[src/nand_cmd_pkg.sv]
package nand_cmd_pkg;

  ////////////////////
  // host and flash words
  ////////////////////

  typedef logic [15:0] cmd_word_t;
  typedef logic [7:0]  flash_cmd_t;

  // single flash command bytes
  localparam flash_cmd_t CMD_READ0   = 8'h00;
  localparam flash_cmd_t CMD_READ1   = 8'h30;
  localparam flash_cmd_t CMD_ERASE0  = 8'h60;
  localparam flash_cmd_t CMD_ERASE1  = 8'hD0;
  localparam flash_cmd_t CMD_STATUS  = 8'h70;
  localparam flash_cmd_t CMD_PROG0   = 8'h80;
  localparam flash_cmd_t CMD_PROG1   = 8'h10;
  localparam flash_cmd_t CMD_READ_ID = 8'h90;
  localparam flash_cmd_t CMD_RESET   = 8'hFF;

  // host command words, two bytes each
  localparam cmd_word_t WORD_PROGRAM = {CMD_PROG0, CMD_PROG1};
  localparam cmd_word_t WORD_STATUS  = {CMD_STATUS, 8'h00};
  localparam cmd_word_t WORD_ERASE   = {CMD_ERASE0, CMD_ERASE1};
  localparam cmd_word_t WORD_READ    = {CMD_READ0, CMD_READ1};
  localparam cmd_word_t WORD_RESET   = {CMD_RESET, 8'h00};
  // read id matches on the upper byte only
  localparam cmd_word_t ID_PREFIX    = {CMD_READ_ID, 8'h00};

  typedef enum logic [2:0] {
    OP_NONE,
    OP_RESET,
    OP_STATUS,
    OP_READ_ID,
    OP_ERASE,
    OP_PROGRAM,
    OP_READ
  } op_t;

  // one entry per kind of bus activity
  typedef enum logic [3:0] {
    STEP_IDLE,
    STEP_LATCH,
    STEP_CMD,
    STEP_ADDR,
    STEP_ID_ADDR,
    STEP_REG,
    STEP_WRITE_PAGE,
    STEP_READ_PAGE,
    STEP_DRAIN,
    STEP_DONE
  } step_t;

endpackage

[src/nand_ctrl_pkg.sv]
package nand_ctrl_pkg;

  ////////////////////
  // sequencer states
  ////////////////////

  typedef enum logic [3:0] {
    ST_IDLE,
    ST_DECODE,
    // command byte onto the bus, then its toggle
    ST_CMD_LATCH,
    ST_CMD_TOG,
    // 00 address cycle of read id
    ST_ID_LATCH,
    ST_ID_TOG,
    ST_ADDR,
    // fixed delay, then ready/busy
    ST_TIMER,
    ST_READY,
    ST_REG,
    ST_WRITE,
    ST_READ,
    ST_DRAIN,
    ST_DONE
  } state_t;

  ////////////////////
  // bus side vectors
  ////////////////////

  // timing controller code
  typedef logic [2:0]  toggle_code_t;
  // 00 data, 10 address, 11 command
  typedef logic [1:0]  cad_sel_t;
  // col1, col2, row1, row2, row3
  typedef logic [2:0]  amux_sel_t;
  typedef logic [11:0] reg_addr_t;
  typedef logic [31:0] fifo_cnt_t;
  typedef logic [11:0] field_len_t;

  ////////////////////
  // wait timer, in clk cycles
  ////////////////////

  localparam int unsigned T_CLR_CYCLES = 3;
  // busy delay after erase confirm
  localparam int unsigned T_WB_CYCLES  = 6;

  ////////////////////
  // buffer registers
  ////////////////////

  // six id bytes from here upward
  localparam reg_addr_t ID_REG_BASE = 12'h800;
  localparam reg_addr_t STATUS_REG  = 12'h806;

endpackage

[src/nand_step_if.sv]
`timescale 1ns/1ns

interface nand_step_if;
  import nand_cmd_pkg::*;
  import nand_ctrl_pkg::*;

  step_t      step;
  // valid with STEP_LATCH
  flash_cmd_t cmd_byte;
  // valid with STEP_ADDR
  amux_sel_t  addr_idx;
  // valid with STEP_REG where all ones selects status
  logic [2:0] reg_idx;
  logic       latch_row;
  logic       latch_col;
  logic       chip_hold;
  // toggle finished and seen by the sequencer in the same cycle
  logic       tog_done;

  modport seq (
    output step, cmd_byte, addr_idx, reg_idx,
    output latch_row, latch_col, chip_hold,
    input  tog_done
  );

  modport drv (
    input  step, cmd_byte, addr_idx, reg_idx,
    input  latch_row, latch_col, chip_hold,
    output tog_done
  );

endinterface

[src/nand_cmd_decoder.sv]
`timescale 1ns/1ns

module nand_cmd_decoder (
  input  logic                   clk,
  input  logic                   rstn,
  input  logic                   start_i,
  input  nand_cmd_pkg::cmd_word_t command_i,
  output nand_cmd_pkg::op_t      op_o,
  output logic                   id_long_o
);
  import nand_cmd_pkg::*;

  op_t op_d;

  // classify the raw command word
  always_comb begin
    op_d = OP_NONE;
    if (command_i[15:8] == ID_PREFIX[15:8]) begin
      op_d = OP_READ_ID;
    end else begin
      case (command_i)
        WORD_RESET:   op_d = OP_RESET;
        WORD_STATUS:  op_d = OP_STATUS;
        WORD_ERASE:   op_d = OP_ERASE;
        WORD_PROGRAM: op_d = OP_PROGRAM;
        WORD_READ:    op_d = OP_READ;
        default:      op_d = OP_NONE;
      endcase
    end
  end

  // captured on start only
  always_ff @(posedge clk) begin
    if (!rstn) begin
      op_o      <= OP_NONE;
      id_long_o <= 1'b0;
    end else if (start_i) begin
      op_o      <= op_d;
      // bit 5 asks for the 6 byte id
      id_long_o <= command_i[5];
    end
  end

endmodule

[src/nand_sequencer.sv]
`timescale 1ns/1ns

module nand_sequencer (
  input  logic                     clk,
  input  logic                     rstn,
  input  logic                     start_i,
  input  nand_cmd_pkg::op_t        op_i,
  input  logic                     id_long_i,
  input  logic                     r_nb_i,
  input  logic                     address_num_i,
  input  logic                     page_width_i,
  input  logic                     interface_i,
  input  nand_ctrl_pkg::fifo_cnt_t  fifo_rdata_cnt_i,
  input  nand_ctrl_pkg::field_len_t data_field_i,
  nand_step_if.seq                 step,
  output logic                     acnt_rst_o,
  output nand_ctrl_pkg::state_t    state_o
);
  import nand_cmd_pkg::*;
  import nand_ctrl_pkg::*;

  state_t     state;
  op_t        op_r;
  logic       id_long_r;
  flash_cmd_t cmd_r;
  amux_sel_t  addr_r;
  amux_sel_t  next_addr;
  logic       last_addr;
  logic [2:0] reg_idx_r;
  logic       last_reg;
  logic [3:0] wait_cnt;
  logic [3:0] wait_lim;
  logic       timer_done;
  logic       prog_setup;
  logic       fifo_full;

  ////////////////////
  // wait timer
  ////////////////////

  // restarts on every entry to ST_TIMER
  always_ff @(posedge clk) begin
    if (!rstn) begin
      wait_cnt <= '0;
    end else if (state == ST_TIMER) begin
      wait_cnt <= wait_cnt + 4'd1;
    end else begin
      wait_cnt <= '0;
    end
  end

  // erase confirm needs the longer tWB
  assign wait_lim   = (cmd_r == CMD_ERASE1) ? 4'(T_WB_CYCLES - 1) : 4'(T_CLR_CYCLES - 1);
  assign timer_done = (state == ST_TIMER) && (wait_cnt == wait_lim);

  ////////////////////
  // sequence helpers
  ////////////////////

  // col2 only with wide pages, row3 only with 3 row bytes
  assign next_addr = (addr_r == 3'd0 && !page_width_i) ? 3'd2 : addr_r + 3'd1;
  assign last_addr = (addr_r == 3'd4) ||
                     (addr_r == 3'd3 && !address_num_i && op_r != OP_ERASE);

  assign last_reg  = (op_r != OP_READ_ID) || (reg_idx_r == 3'd5) ||
                     (reg_idx_r == 3'd3 && !id_long_r);

  // page read is complete one word past the data field
  assign fifo_full = (fifo_rdata_cnt_i == fifo_cnt_t'(data_field_i) + 32'd1);

  // address setup wait of page program
  assign prog_setup = (state == ST_TIMER) && (cmd_r == CMD_PROG0);

  ////////////////////
  // operation FSM
  ////////////////////

  always_ff @(posedge clk) begin
    if (!rstn) begin
      state     <= ST_IDLE;
      op_r      <= OP_NONE;
      id_long_r <= 1'b0;
      cmd_r     <= '0;
      addr_r    <= '0;
      reg_idx_r <= '0;
    end else begin
      case (state)
        ST_IDLE: begin
          if (start_i) begin
            state <= ST_DECODE;
          end
        end
        ST_DECODE: begin
          op_r      <= op_i;
          id_long_r <= id_long_i;
          state     <= ST_CMD_LATCH;
          case (op_i)
            OP_RESET:   cmd_r <= CMD_RESET;
            OP_STATUS:  cmd_r <= CMD_STATUS;
            OP_READ_ID: cmd_r <= CMD_READ_ID;
            OP_ERASE:   cmd_r <= CMD_ERASE0;
            OP_PROGRAM: cmd_r <= CMD_PROG0;
            OP_READ:    cmd_r <= CMD_READ0;
            default:    state <= ST_IDLE;
          endcase
        end
        ST_CMD_LATCH: begin
          state <= ST_CMD_TOG;
        end
        ST_CMD_TOG: begin
          if (step.tog_done) begin
            case (cmd_r)
              CMD_READ_ID: begin
                cmd_r <= CMD_READ0;
                state <= ST_ID_LATCH;
              end
              // erase has row bytes only
              CMD_ERASE0: begin
                addr_r <= 3'd2;
                state  <= ST_ADDR;
              end
              CMD_PROG0, CMD_READ0: begin
                addr_r <= 3'd0;
                state  <= ST_ADDR;
              end
              default: state <= ST_TIMER;
            endcase
          end
        end
        ST_ID_LATCH: begin
          state <= ST_ID_TOG;
        end
        ST_ID_TOG: begin
          if (step.tog_done) begin
            reg_idx_r <= 3'd0;
            state     <= ST_REG;
          end
        end
        ST_ADDR: begin
          if (step.tog_done) begin
            if (!last_addr) begin
              addr_r <= next_addr;
            end else if (op_r == OP_ERASE) begin
              cmd_r <= CMD_ERASE1;
              state <= ST_CMD_LATCH;
            end else if (op_r == OP_READ && interface_i) begin
              cmd_r <= CMD_READ1;
              state <= ST_CMD_LATCH;
            end else begin
              state <= ST_TIMER;
            end
          end
        end
        ST_TIMER: begin
          if (timer_done) begin
            state <= ST_READY;
          end
        end
        ST_READY: begin
          if (r_nb_i) begin
            case (cmd_r)
              CMD_STATUS: begin
                reg_idx_r <= '1;
                state     <= ST_REG;
              end
              // erase and program finish with a status read
              CMD_ERASE1, CMD_PROG1: begin
                cmd_r <= CMD_STATUS;
                state <= ST_CMD_LATCH;
              end
              CMD_PROG0:            state <= ST_WRITE;
              CMD_READ0, CMD_READ1: state <= ST_READ;
              default:              state <= ST_DONE;
            endcase
          end
        end
        ST_REG: begin
          if (step.tog_done) begin
            if (last_reg) begin
              state <= ST_DONE;
            end else begin
              reg_idx_r <= reg_idx_r + 3'd1;
            end
          end
        end
        ST_WRITE: begin
          if (step.tog_done) begin
            cmd_r <= CMD_PROG1;
            state <= ST_CMD_LATCH;
          end
        end
        ST_READ: begin
          if (step.tog_done) begin
            state <= ST_DRAIN;
          end
        end
        ST_DRAIN: begin
          if (fifo_full) begin
            state <= ST_DONE;
          end
        end
        default: begin
          state <= ST_IDLE;
        end
      endcase
    end
  end

  ////////////////////
  // step outputs
  ////////////////////

  always_comb begin
    step.step = STEP_IDLE;
    case (state)
      ST_CMD_LATCH, ST_ID_LATCH: step.step = STEP_LATCH;
      ST_CMD_TOG:                step.step = STEP_CMD;
      ST_ID_TOG:                 step.step = STEP_ID_ADDR;
      ST_ADDR:                   step.step = STEP_ADDR;
      ST_REG:                    step.step = STEP_REG;
      ST_WRITE:                  step.step = STEP_WRITE_PAGE;
      ST_READ:                   step.step = STEP_READ_PAGE;
      ST_DRAIN:                  step.step = STEP_DRAIN;
      ST_DONE:                   step.step = STEP_DONE;
      default:                   step.step = STEP_IDLE;
    endcase
  end

  assign step.cmd_byte = cmd_r;
  assign step.addr_idx = addr_r;
  assign step.reg_idx  = reg_idx_r;

  // address latches armed with the first command byte
  assign step.latch_row = (state == ST_CMD_LATCH) &&
                          (cmd_r == CMD_ERASE0 || cmd_r == CMD_PROG0 || cmd_r == CMD_READ0);
  assign step.latch_col = ((state == ST_CMD_LATCH) &&
                           (cmd_r == CMD_PROG0 || cmd_r == CMD_READ0)) ||
                          (prog_setup && timer_done);

  // chip stays selected from the read wait through the drain
  assign step.chip_hold = (op_r == OP_READ) &&
                          (state inside {ST_TIMER, ST_READY, ST_READ, ST_DRAIN});

  // data address counter restarts per operation and before program data
  assign acnt_rst_o = (state == ST_DECODE) || (prog_setup && wait_cnt == 4'd0);

  assign state_o = state;

endmodule

[src/nand_bus_driver.sv]
`timescale 1ns/1ns

module nand_bus_driver (
  nand_step_if.drv                    step,
  input  logic                        toggle_done_i,
  output logic                        toggle_en_o,
  output nand_ctrl_pkg::toggle_code_t cmd_code_o,
  output nand_cmd_pkg::flash_cmd_t    cmd_o,
  output logic                        cmd_en_o,
  output nand_ctrl_pkg::cad_sel_t     cad_sel_o,
  output nand_ctrl_pkg::amux_sel_t    amux_sel_o,
  output nand_ctrl_pkg::reg_addr_t    bf_reg_addr_o,
  output logic                        radr_en_o,
  output logic                        cadr_en_o,
  output logic                        ce_n_o,
  output logic                        flash_read_o,
  output logic                        flash_write_o,
  output logic                        op_done_o
);
  import nand_cmd_pkg::*;
  import nand_ctrl_pkg::*;

  ////////////////////
  // step decode
  ////////////////////

  always_comb begin
    toggle_en_o   = 1'b0;
    cmd_code_o    = 3'b000;
    cmd_o         = '0;
    cmd_en_o      = 1'b0;
    // command bus by default
    cad_sel_o     = 2'b11;
    amux_sel_o    = 3'b000;
    bf_reg_addr_o = '0;
    flash_read_o  = 1'b0;
    flash_write_o = 1'b0;
    op_done_o     = 1'b0;
    case (step.step)
      STEP_LATCH: begin
        cmd_o    = step.cmd_byte;
        cmd_en_o = 1'b1;
      end
      STEP_CMD: begin
        toggle_en_o = 1'b1;
      end
      STEP_ADDR: begin
        toggle_en_o = 1'b1;
        cmd_code_o  = 3'b001;
        cad_sel_o   = 2'b10;
        amux_sel_o  = step.addr_idx;
      end
      // id address byte comes from the command register
      STEP_ID_ADDR: begin
        toggle_en_o = 1'b1;
        cmd_code_o  = 3'b001;
      end
      STEP_REG: begin
        toggle_en_o   = 1'b1;
        cmd_code_o    = 3'b010;
        bf_reg_addr_o = (step.reg_idx == '1) ? STATUS_REG :
                        ID_REG_BASE + reg_addr_t'(step.reg_idx);
      end
      // one full page from the host fifo
      STEP_WRITE_PAGE: begin
        toggle_en_o   = 1'b1;
        cmd_code_o    = 3'b111;
        cad_sel_o     = 2'b00;
        flash_write_o = 1'b1;
      end
      STEP_READ_PAGE: begin
        toggle_en_o  = 1'b1;
        cmd_code_o   = 3'b101;
        flash_read_o = 1'b1;
      end
      STEP_DRAIN: begin
        flash_read_o = 1'b1;
      end
      STEP_DONE: begin
        op_done_o = 1'b1;
      end
      default: begin
      end
    endcase
  end

  assign radr_en_o = step.latch_row;
  assign cadr_en_o = step.latch_col;
  assign ce_n_o    = !step.chip_hold;

  // done only counts while a toggle is requested
  assign step.tog_done = toggle_en_o && toggle_done_i;

endmodule

[src/nand_mfsm_top.sv]
`timescale 1ns/1ns

module nand_mfsm_top (
  input  logic                        clk,
  input  logic                        rstn,
  input  logic                        r_nb_i,
  input  logic                        start_i,
  input  nand_cmd_pkg::cmd_word_t     command_i,
  input  logic                        interface_i,
  input  logic                        address_num_i,
  input  logic                        page_width_i,
  input  nand_ctrl_pkg::fifo_cnt_t     fifo_rdata_cnt_i,
  input  nand_ctrl_pkg::field_len_t    data_field_i,
  output nand_ctrl_pkg::state_t       state_o,
  // timing controller
  input  logic                        toggle_done_i,
  output logic                        toggle_en_o,
  output logic                        acnt_rst_o,
  output nand_ctrl_pkg::toggle_code_t cmd_code_o,
  output nand_cmd_pkg::flash_cmd_t    cmd_o,
  output logic                        cmd_en_o,
  output logic                        radr_en_o,
  output logic                        cadr_en_o,
  output logic                        ce_n_o,
  // flash data path
  output nand_ctrl_pkg::reg_addr_t    bf_reg_addr_o,
  output nand_ctrl_pkg::cad_sel_t     cad_sel_o,
  output nand_ctrl_pkg::amux_sel_t    amux_sel_o,
  output logic                        op_done_o,
  output logic                        flash_read_o,
  output logic                        flash_write_o
);
  import nand_cmd_pkg::*;

  op_t  op;
  logic id_long;

  nand_step_if step_bus ();

  nand_cmd_decoder i_cmd_decoder (
    .clk       (clk),
    .rstn      (rstn),
    .start_i   (start_i),
    .command_i (command_i),
    .op_o      (op),
    .id_long_o (id_long)
  );

  nand_sequencer i_sequencer (
    .clk              (clk),
    .rstn             (rstn),
    .start_i          (start_i),
    .op_i             (op),
    .id_long_i        (id_long),
    .r_nb_i           (r_nb_i),
    .address_num_i    (address_num_i),
    .page_width_i     (page_width_i),
    .interface_i      (interface_i),
    .fifo_rdata_cnt_i (fifo_rdata_cnt_i),
    .data_field_i     (data_field_i),
    .step             (step_bus.seq),
    .acnt_rst_o       (acnt_rst_o),
    .state_o          (state_o)
  );

  nand_bus_driver i_bus_driver (
    .step          (step_bus.drv),
    .toggle_done_i (toggle_done_i),
    .toggle_en_o   (toggle_en_o),
    .cmd_code_o    (cmd_code_o),
    .cmd_o         (cmd_o),
    .cmd_en_o      (cmd_en_o),
    .cad_sel_o     (cad_sel_o),
    .amux_sel_o    (amux_sel_o),
    .bf_reg_addr_o (bf_reg_addr_o),
    .radr_en_o     (radr_en_o),
    .cadr_en_o     (cadr_en_o),
    .ce_n_o        (ce_n_o),
    .flash_read_o  (flash_read_o),
    .flash_write_o (flash_write_o),
    .op_done_o     (op_done_o)
  );

endmodule

[config.mk]
export PLATFORM = sky130hd
export DESIGN_NAME = nand_mfsm_top
export DESIGN_NICKNAME = d
export VERILOG_FILES = /design/src/nand_cmd_pkg.sv /design/src/nand_ctrl_pkg.sv /design/src/nand_step_if.sv /design/src/nand_cmd_decoder.sv /design/src/nand_sequencer.sv /design/src/nand_bus_driver.sv /design/src/nand_mfsm_top.sv
export SDC_FILE = /design/constraint.sdc
export NUM_CORES = 1
export LEC_CHECK = 0
export BUFFER_PORTS_ARGS = -buffer_cell sky130_fd_sc_hd__buf_2
export CORE_ASPECT_RATIO = 1.5
export CORE_MARGIN = 10
export CORE_UTILIZATION = 53
export CTS_BUF_LIST = sky130_fd_sc_hd__clkbuf_4
export DETAILED_ROUTE_END_ITERATION = 12
export GPL_TIMING_DRIVEN = 0
export PLACE_DENSITY_LB_ADDON = 0.08
export SLEW_MARGIN = 20
export SYNTH_ARGS = -nofsm -noshare
export SYNTH_HDL_FRONTEND = slang
export SYNTH_HIERARCHICAL = 1
export SYNTH_SLANG_ARGS = --single-unit
[constraint.sdc]
create_clock -name clk -period 3.05 [get_ports clk]
set_clock_uncertainty 0.15 [all_clocks]
set_input_delay 0.305 -clock clk [delete_from_list [all_inputs] [get_ports clk]]
set_output_delay 0.305 -clock clk [all_outputs]
set_load 0.01 [all_outputs]
After elaboration in Yosys (flattened, before gate mapping)
Memory sizes are Yosys's and may differ from the RTL's. A register that Yosys moved wholly into a read port is not among the register bits.
Index checks and enable logic that the tools add are counted.
{"block": "totals", "reg_bits": 30, "romBits": 64, "input_bits": 68, "output_inout_bits": 41, "word_cells": 189, "n_memories": 1}
{"block": "classes", "add_sub_neg": 5, "eq_ne": 71, "mux": 57, "reduce_logical": 46}
{"name": "(name not given)", "words": 16, "width": 4, "read_ports": 1, "rd_ports_with_merged_regs": 1, "write_ports": 0, "line": "nand_sequencer.sv:215", "source": "case (state)"}
{"op": "two-way mux 8 bit", "n": 10}
{"op": "two-way mux 4 bit", "n": 15}
{"op": "one-hot mux 4 bit (13 select lines)", "n": 1}
{"op": "one-hot mux 8 bit (6 select lines)", "n": 1}
{"op": "one-hot mux 8 bit (5 select lines)", "n": 1}
{"op": "two-way mux 3 bit", "n": 13}
{"op": "== test 16 x 15 -> 1 bit, second input constant", "n": 2}
{"op": "== test 16 bit, second input constant", "n": 2}
{"op": "== test 32 bit", "n": 1}
{"op": "== test 4 x 3 -> 1 bit, second input constant", "n": 8}
{"op": "== test 8 bit, second input constant", "n": 4}
{"op": "== test 4 bit, second input constant", "n": 7}
{"op": "== test 3 bit, second input constant", "n": 8}
{"op": "two-way mux 12 bit", "n": 2}
{"op": "inequality test 2 x 1 -> 1 bit, second input constant", "n": 11}
{"op": "== test 16 x 6 -> 1 bit, second input constant", "n": 1}
{"op": "== test 4 x 2 -> 1 bit, second input constant", "n": 4}
{"op": "== test 8 x 7 -> 1 bit, second input constant", "n": 2}
{"op": "one-hot mux 4 bit (4 select lines)", "n": 1}
{"op": "one-hot mux 3 bit (5 select lines)", "n": 1}
{"op": "adder 12 x 1 -> 13 bit, second input constant", "n": 1}
{"op": "logical AND 1 bit", "n": 13}
{"op": "adder 12 x 3 -> 12 bit, first input constant", "n": 1}
{"op": "== test 3 x 2 -> 1 bit, second input constant", "n": 4}
{"op": "35 further kinds", "n": 65}

Logic depth before layout (Yosys ltp)
Gate-level depths: netlist of the first run.
{"block": "depth", "depth_word": 9, "ltp_mapped": 10, "ltp_nobuf": 9}

Cells and area by module
The synthesis of the first run kept the hierarchy.
{"module": "nand_sequencer", "n_inst": 1, "cells_per_inst": 340, "area_per_inst_um2": 2562.5, "seq_area_each_um2": 540.5}
{"module": "nand_bus_driver", "n_inst": 1, "cells_per_inst": 52, "area_per_inst_um2": 381.6, "seq_area_each_um2": 0.0}
{"module": "nand_cmd_decoder", "n_inst": 1, "cells_per_inst": 39, "area_per_inst_um2": 334.1, "seq_area_each_um2": 80.1}

Worst setup path before layout of the first run
Ideal clock, no wire load.
{"block": "synth_timing", "kind": "register -> register", "from": "register i_sequencer.cmd_r[4], in the netlist i_sequencer/step.cmd_byte[4]", "to": "register i_sequencer/step.step[2] (netlist name)", "setup_ps": 73, "arrival_ps": 2451, "required_time_ps": 2827, "path_slack_ps": 377, "stages_incl_launch_ff": 9, "path_buffers": 1, "path_cell_list": "dfxtp_1 > buf_6 > or3b_4 > or4b_4 > nand3_4 > a41oi_4 > a311oi_4 > or3b_1 > o22ai_2"}
{"block": "synth_via", "elab_chain_cells": 8}
{"element": "from (decl)", "line": "nand_sequencer.sv:25", "source": "flash_cmd_t cmd_r;"}
{"element": "from (signal assigned)", "line": "nand_sequencer.sv:83", "source": "cmd_r <= '0;"}
{"element": "from (signal assigned)", "line": "nand_sequencer.sv:98", "source": "OP_RESET: cmd_r <= CMD_RESET;"}
{"element": "from (signal assigned)", "line": "nand_sequencer.sv:99", "source": "OP_STATUS: cmd_r <= CMD_STATUS;"}
{"element": "== test 8 bit", "line": "nand_sequencer.sv:53, nand_sequencer.sv:161"}
{"element": "two-way mux 3 bit", "line": "nand_sequencer.sv:53", "source": "assign wait_lim = (cmd_r == CMD_ERASE1) ? 4'(T_WB_CYCLES - 1) : 4'(T_CLR_CYCLES - 1);"}
{"element": "== test 4 bit", "line": "nand_sequencer.sv:54", "source": "assign timer_done = (state == ST_TIMER) && (wait_cnt == wait_lim);"}
{"element": "logical AND 1 bit", "line": "nand_sequencer.sv:54"}
{"element": "inequality test 2 x 1 -> 1 bit (no source line)"}
{"element": "AND reduction 12 bit (no source line)"}
{"element": "two-way mux 4 bit (no source line) (*) (2 in series)"}
Every way passes the cells marked *; elsewhere a longest branch is shown, timed or not. The select of a mux whose other input is x is not followed.
A chain may end at the register's enable or synchronous reset.

Worst setup path after layout of the first run
{"block": "layout_timing", "from": "register i_sequencer.state[1], in the netlist i_sequencer/state_o[1]", "to": "register i_sequencer/step.step[2] (netlist name)"}
{"block": "layout_via", "elab_chain_cells": 6}
{"element": "from (decl)", "line": "nand_sequencer.sv:22", "source": "state_t state;"}
{"element": "from (signal assigned)", "line": "nand_sequencer.sv:80", "source": "state <= ST_IDLE;"}
{"element": "from (signal assigned)", "line": "nand_sequencer.sv:90", "source": "state <= ST_DECODE;"}
{"element": "from (signal assigned)", "line": "nand_sequencer.sv:96", "source": "state <= ST_CMD_LATCH;"}
{"element": "== test 4 x 3 -> 1 bit", "line": "nand_sequencer.sv:54, nand_sequencer.sv:87"}
{"element": "logical AND 1 bit", "line": "nand_sequencer.sv:54"}
{"element": "inequality test 2 x 1 -> 1 bit (no source line)"}
{"element": "AND reduction 12 bit (no source line)"}
{"element": "two-way mux 4 bit (no source line) (*) (2 in series)"}
Every way passes the cells marked *; elsewhere a longest branch is shown, timed or not.

==> metrics.txt, run 1 <==
Placed Instance Area=0.00390 mm^2; fin crit share=94.4%; post-synthesis sequential area ratio=18.9%; hold_buf cts=0; final hold slack=123 ps; row cnt=35; switching power=1.02 mW; RePlAce Congestion=0.965; Reg-to-Reg End=i_sequencer/step.step[2]$_DFF_P_; clk buf depth=2; Setup Buffers After CTS=0; Routed WL=9790 um; crit-path cells=clkbuf_1, nor3b_1, o21ai_0, o221a_2, a41oi_4, a311oi_4, or3b_1, o22ai_2; worst setup path startpoint=i_sequencer/state_o[1]$_SDFFE_PN0N_; CTS sink count=31; CP Class=reg2reg; design area=0.00397 mm^2; sw frac=47.6%; routed len/inst=15.8 um; synth warn=6; Flop pwr share=25.1%; R2R depth=8; Leak=1.70 nW; remaining antenna violation count=0; Int Power=1.12 mW; Vias/cell=5.88; Startpoint Class=register; Synth Instances=431; Multi-input gate area=0.00246 mm^2; die span in y=116 um; area share of the largest cell type after synthesis=18.9%; # IOs=109; Synth Area per Inst=7.61 um^2; RR Startpoint=i_sequencer/state_o[1]$_SDFFE_PN0N_; Port Buffers=100; Max FO, Critical Path=10; Initial Utilization=53.9%; worst min path class=in2reg; share of layout cells above drive strength 1=29.5%; RSZ-0062 raised after global routing=false; Mapped Area=0.00328 mm^2; Async S/R FF share, synth=0%; number of global-route vias before repair=3,608; Core Area=0.00609 mm^2; total die area=0.00980 mm^2; DRC viols=0; most common cell in the netlist=nor2_1; Clk pin slew, worst setup/hold paths=100 ps; number of fill cells=563; via count=3,648; total power=2.15 mW; drt first pass iters=5; WP data arrival=3000 ps; area grow syn2layout=21.2%; EDFF count, synth=0; worst vdd ir=0.000262 V; largest cells by area after synthesis=dfxtp_1 (19%), nor2_1 (5.0%), o21ai_0 (3.8%); crit end category=register; biggest area consumer among synthesized cells=dfxtp_1; all-layer global routing usage=18.9%; Num CTS Buffers=5; Synth top cells by count=nor2_1 (44), nand2_1 (32), dfxtp_1 (31), o21ai_0 (25), a21oi_1 (21); main flop type after synthesis=dfxtp_1; final hold vios=0; initial DRC count=217; CP Capture Point=i_sequencer/step.step[2]$_DFF_P_; Netlist cell types=80; Worst R2R Setup Slack=170 ps; slowest library cell on the worst path=dfxtp_1; Cell Pwr Density=540 mW/mm^2; Final Non-Filler Cells=620; combinational share of power=64.3%; status=finished clean; synthesis-stage register bit count=31; Max Cap Viol=0; Crit path largest cell delay=500 ps; minimum clock period=2880 ps; Max Slew Vio Count=0; Clk pwr share=10.6%; worst endpoint required time=3170 ps; root buffer cell=clkbuf_4; # setup viols final=0; worst-margin pin slew=754 ps; CTS tree=built; Die Width=84.2 um; total grt overflow=0; Worst slew margin=49.6%; H-tree depth=2; Final #Nets=622; placed cells=612; HPWL Detailed=7930 um; max frequency=347 MHz; largest net degree at the start of global routing=15; Sequential Area=621 um^2; global-route wire length before repair=16,000 um; antenna violations before repair=0; Worst-Skew Late Latency=340 ps
## metal layers
metal  up-vias  global-route usage, %  routed length, um
li1       1811                      -                  -
met1      1646                   19.7               3830
met2       162                   34.5               4840
met3        29                   5.65                845
met4         0                   7.50                274
met5         -                      0                  0
## repair_timing
item,4_1_cts,5_1_grt
endpoints found under the setup margin,9,11
gates resized for setup,3,7
gates cloned,0,0
## power by group through the flow
stage / Clock (mW) / Combinational (mW) / Sequential, mW
2_1_floorplan: 0 / 0.994 / 0.534
3_3_place_gp: 0 / 1.31 / 0.546
3_5_place_dp: 0 / 1.33 / 0.547
4_1_cts: 0.235 / 1.34 / 0.537
5_1_grt: 0.246 / 1.50 / 0.550
6_report: 0.228 / 1.38 / 0.538
## through the flow
stage                     setup TNS [ps]  utilization, %  setup slack, ps
after global placement             -1560            64.0             -334
final                                  0            65.3              170
after CTS                              0            64.9             40.5
after detailed placement           -1690            64.0             -357
after floorplan                        0               -              377
after global routing                   0            65.2             10.3
## layout make-up
cell class / instances / area share [%]
clock buffer: 5 / 0.945
multi-input combinational: 361 / 61.8
antenna: 1 / 0.0630
buffer: 30 / 4.91
tap: 74 / 2.33
timing repair buffer: 100 / 12.6
inverter: 16 / 1.51
sequential: 31 / 15.6
clock inverter: 2 / 0.220
## how the worst min path moves through the flow
stage	from	cells after the start	endpoint	slack, ps
after floorplan	rstn	2	i_cmd_decoder/op_o[0]$_SDFFE_PN0P_	270
after global placement	i_sequencer/wait_cnt[0]$_SDFF_PN0_	1	i_sequencer/wait_cnt[0]$_SDFF_PN0_	320
after detailed placement	i_cmd_decoder/id_long_o$_SDFFE_PN0P_	2	i_sequencer/id_long_r$_SDFFE_PN0P_	330
after CTS	command_i[5]	3	i_cmd_decoder/id_long_o$_SDFFE_PN0P_	110
after global routing	command_i[5]	3	i_cmd_decoder/id_long_o$_SDFFE_PN0P_	130
final	command_i[5]	3	i_cmd_decoder/id_long_o$_SDFFE_PN0P_	120
## cell families after synthesis
family / after synthesis / synth area share [%]
compound gates: 102 / 23.1
xor+xnor: 17 / 4.54
fa+ha+maj: 9 / 3.44
buf+inv: 46 / 7.67
flops: 31 / 18.9
mux: 11 / 3.40
other cells: 1 / 0.114
simple gates: 214 / 38.8
## state kept, by name, summed over array words and instances, names as in the netlist
register                   cells
i_cmd_decoder/id_long_o        1
i_cmd_decoder/op_o             3
i_sequencer/id_long_r          1
i_sequencer/op_r               3
i_sequencer/state_o            4
i_sequencer/step.addr_idx      3
i_sequencer/step.cmd_byte      5
i_sequencer/step.reg_idx       3
i_sequencer/step.step          4
i_sequencer/wait_cnt           4
## cell usage in the layout, fill, tap and decap left out, types with 15 or more instances in the layout
master     n
buf_2    102
nor2_1    44
nand2_1   32
dfxtp_1   31
o21ai_0   25
a21oi_1   21
nand3_1   18
nor2b_1   17
inv_1     16
and2_1    15
## worst max-delay path, delay by kind of cell (launching register included)
kind / cells / cell delay [ps]
buffers and inverters: 1 / 430
AND/OR/NAND/NOR: 2 / 490
flip-flops: 1 / 500
AO/OA/AOI/OAI: 5 / 1240
No activity file was read; power rests on OpenSTA's default activity.
==> inputs of run 2 (changes only) <==
--- a/config.mk
+++ b/config.mk
@@ -8,7 +8,7 @@
 export BUFFER_PORTS_ARGS = -buffer_cell sky130_fd_sc_hd__buf_2
 export CORE_ASPECT_RATIO = 1.5
 export CORE_MARGIN = 10
-export CORE_UTILIZATION = 53
+export CORE_UTILIZATION = 55
 export CTS_BUF_LIST = sky130_fd_sc_hd__clkbuf_4
 export DETAILED_ROUTE_END_ITERATION = 12
 export GPL_TIMING_DRIVEN = 0
==> constraint.sdc (replaced) <==
create_clock -name clk -period 3.4 [get_ports clk]
set_clock_uncertainty 0.15 [all_clocks]
set_input_delay 0.34 -clock clk [delete_from_list [all_inputs] [get_ports clk]]
set_output_delay 0.34 -clock clk [all_outputs]
set_load 0.01 [all_outputs]
==> metrics.txt, run 2 (synthesis results as in run 1) <==
Initial Utilization=56.7% (+2.8 points); HPWL Detailed=7930 um (about the same); Vias/cell=5.87 (-0.28%); Clk pin slew, worst setup/hold paths=100 ps (about the same); Post-Place Worst Slack=108 ps (+465 ps); slowest library cell on the worst path=o311ai_0; crit end category=register; largest net degree at the start of global routing=15 (unchanged); RR Startpoint=i_sequencer/step.addr_idx[1]$_SDFFE_PN0P_; worst setup path startpoint=i_sequencer/step.addr_idx[1]$_SDFFE_PN0P_; drt first pass iters=5 (unchanged); Max Cap Viol=0 (unchanged); Leak=1.68 nW (-0.82%); Routed WL=9790 um (unchanged); via count=3,626 (-0.60%); RePlAce Congestion=0.951 (-1.5%); share of layout cells above drive strength 1=28.4% (-1.1 points); area grow syn2layout=20.5%; Placed Instance Area=0.00390 mm^2 (about the same); fin crit share=94.3% (about the same); leading cell type in the layout, fill and taps excluded=buf_2; Clk pwr share=10.7% (about the same); CTS sink count=31 (unchanged); Setup Buffers After CTS=0 (unchanged); Max Slew Vio Count=0 (unchanged); status=finished clean; combinational share of power=64.1% (-0.2 points); worst vdd ir=0.000243 V (-7.1%); Max FO, Critical Path=5 (-5); WP data arrival=3330 ps (+330 ps); Int Power=1.00 mW (-11%); switching power=921 uW (-9.8%); initial DRC count=289 (+33%); design area=0.00395 mm^2 (-0.60%); post-cts sizing count=0 (-3); max reg flops=5 (unchanged); root buffer cell=clkbuf_4; Final Non-Filler Cells=618 (-0.32%); Startpoint Class=register; CTS tree=built; crit-path cells=ha_1, ha_1, inv_1, o311ai_0, o221ai_1, o21ai_0, a31oi_1, or3b_1, o22ai_2; die span in y=115 um (-1.5%); DRC viols=0 (unchanged); clk buf depth=2 (unchanged); Core Util, Final=68.3% (+3.0 points); antenna violations before repair=1 (+1); Port Buffers=100 (unchanged); CP Class=reg2reg; routed len/inst=15.8 um (+0.32%); worst min path class=in2reg; # IOs=109 (unchanged); hold_buf cts=0 (unchanged); total grt overflow=0 (unchanged); Flop pwr share=25.1% (about the same); setup ws final=192 ps (+22.0 ps); placed cells=610 (-0.33%); # setup viols final=0 (unchanged); max frequency=312 MHz (-10%); final hold vios=0 (unchanged); remaining antenna violation count=0 (unchanged); Cell Pwr Density=487 mW/mm^2 (-9.8%); Num CTS Buffers=5 (unchanged); total negative slack=0 ps (unchanged); global-route wire length before repair=15,900 um (-0.56%); Most common cell on crit path=ha_1; sw frac=47.9% (+0.29 points); total die area=0.00951 mm^2 (-2.9%); hold wc startpoint=command_i[5]; number of global-route vias before repair=3,529 (-2.2%); Final #Nets=622 (unchanged); H-tree depth=2 (unchanged); most frequent cells in the layout=buf_2 (102), nor2_1 (44), nand2_1 (32), dfxtp_1 (31), o21ai_0 (25); Die Width=83.0 um (-1.4%); Worst slew margin=28.2% (-21 points); worst-margin pin slew=1070 ps (+321 ps); Crit path largest cell delay=750 ps (+250 ps); all-layer global routing usage=19.4% (+0.47 points); Worst-Skew Late Latency=350 ps (about the same); minimum clock period=3210 ps (+328 ps); worst endpoint required time=3520 ps (+350 ps); Core Area=0.00579 mm^2 (-5.0%); row cnt=34 (-2.9%); RSZ-0062 raised after global routing=false
-- run 2: cell counts in the layout (fill, tap and decap cells not counted) --
No cell type changed its count.
-- run 2: final timing paths --
check,cells after the start,endpoint,slack [ps]
worst max register to register,9,i_sequencer/step.step[2]$_DFF_P_,190
worst max-delay path,9,i_sequencer/step.step[2]$_DFF_P_,190
worst min register to register,2,i_sequencer/step.addr_idx[2]$_SDFFE_PN0P_,350
worst min-delay path,3,i_cmd_decoder/id_long_o$_SDFFE_PN0P_,140
-- run 2: layout make-up --
cell class / count / area [um^2]
Buffer: 30 / 191
Sequential cell: 31 / 621
Clock buffer: 5 / 37.5
Fill cell: 508 / 1840
Clock inverter: 2 / 8.76
Antenna cell: 1 / 2.50
Tap cell: 72 / 90.1
Timing Repair Buffer: 100 / 500
Inverter: 16 / 60.1
Multi-Input combinational cell: 361 / 2440
-- run 2: critical path: cells and delay by family, from the launching register on --
| kind | cells | cell delay (ps) |
|---|---|---|
| and+or+nand+nor | 1 | 400 |
| DFF | 1 | 390 |
| buffers and inverters | 1 | 40 |
| AOI/OAI and AO/OA | 5 | 1850 |
| adders and majority gates | 2 | 300 |
-- run 2: metrics by stage --
step                      total power [mW]  hold WS [ps]
after CTS                             1.89           153
after floorplan                       1.37           302
after global routing                  2.05           158
final                                 1.92           144
after detailed placement              1.69           332
after global placement                1.67           320
-- run 2: power by group through the flow --
stage | registers (mW) | logic, mW | clock network [mW]
3_5_place_dp | 0.492 | 1.20 | 0
5_1_grt | 0.497 | 1.32 | 0.226
2_1_floorplan | 0.479 | 0.892 | 0
3_3_place_gp | 0.488 | 1.18 | 0
6_report | 0.484 | 1.23 | 0.207
4_1_cts | 0.484 | 1.20 | 0.207
-- run 2: metal layers --
metal  global-route usage, %  wire length [um]  vias up
li1                        -                 -     1802
met1                    20.5              3970     1635
met2                    35.0              4780      168
met3                    5.84               822       21
met4                    7.52               212        0
met5                       0                 0        -
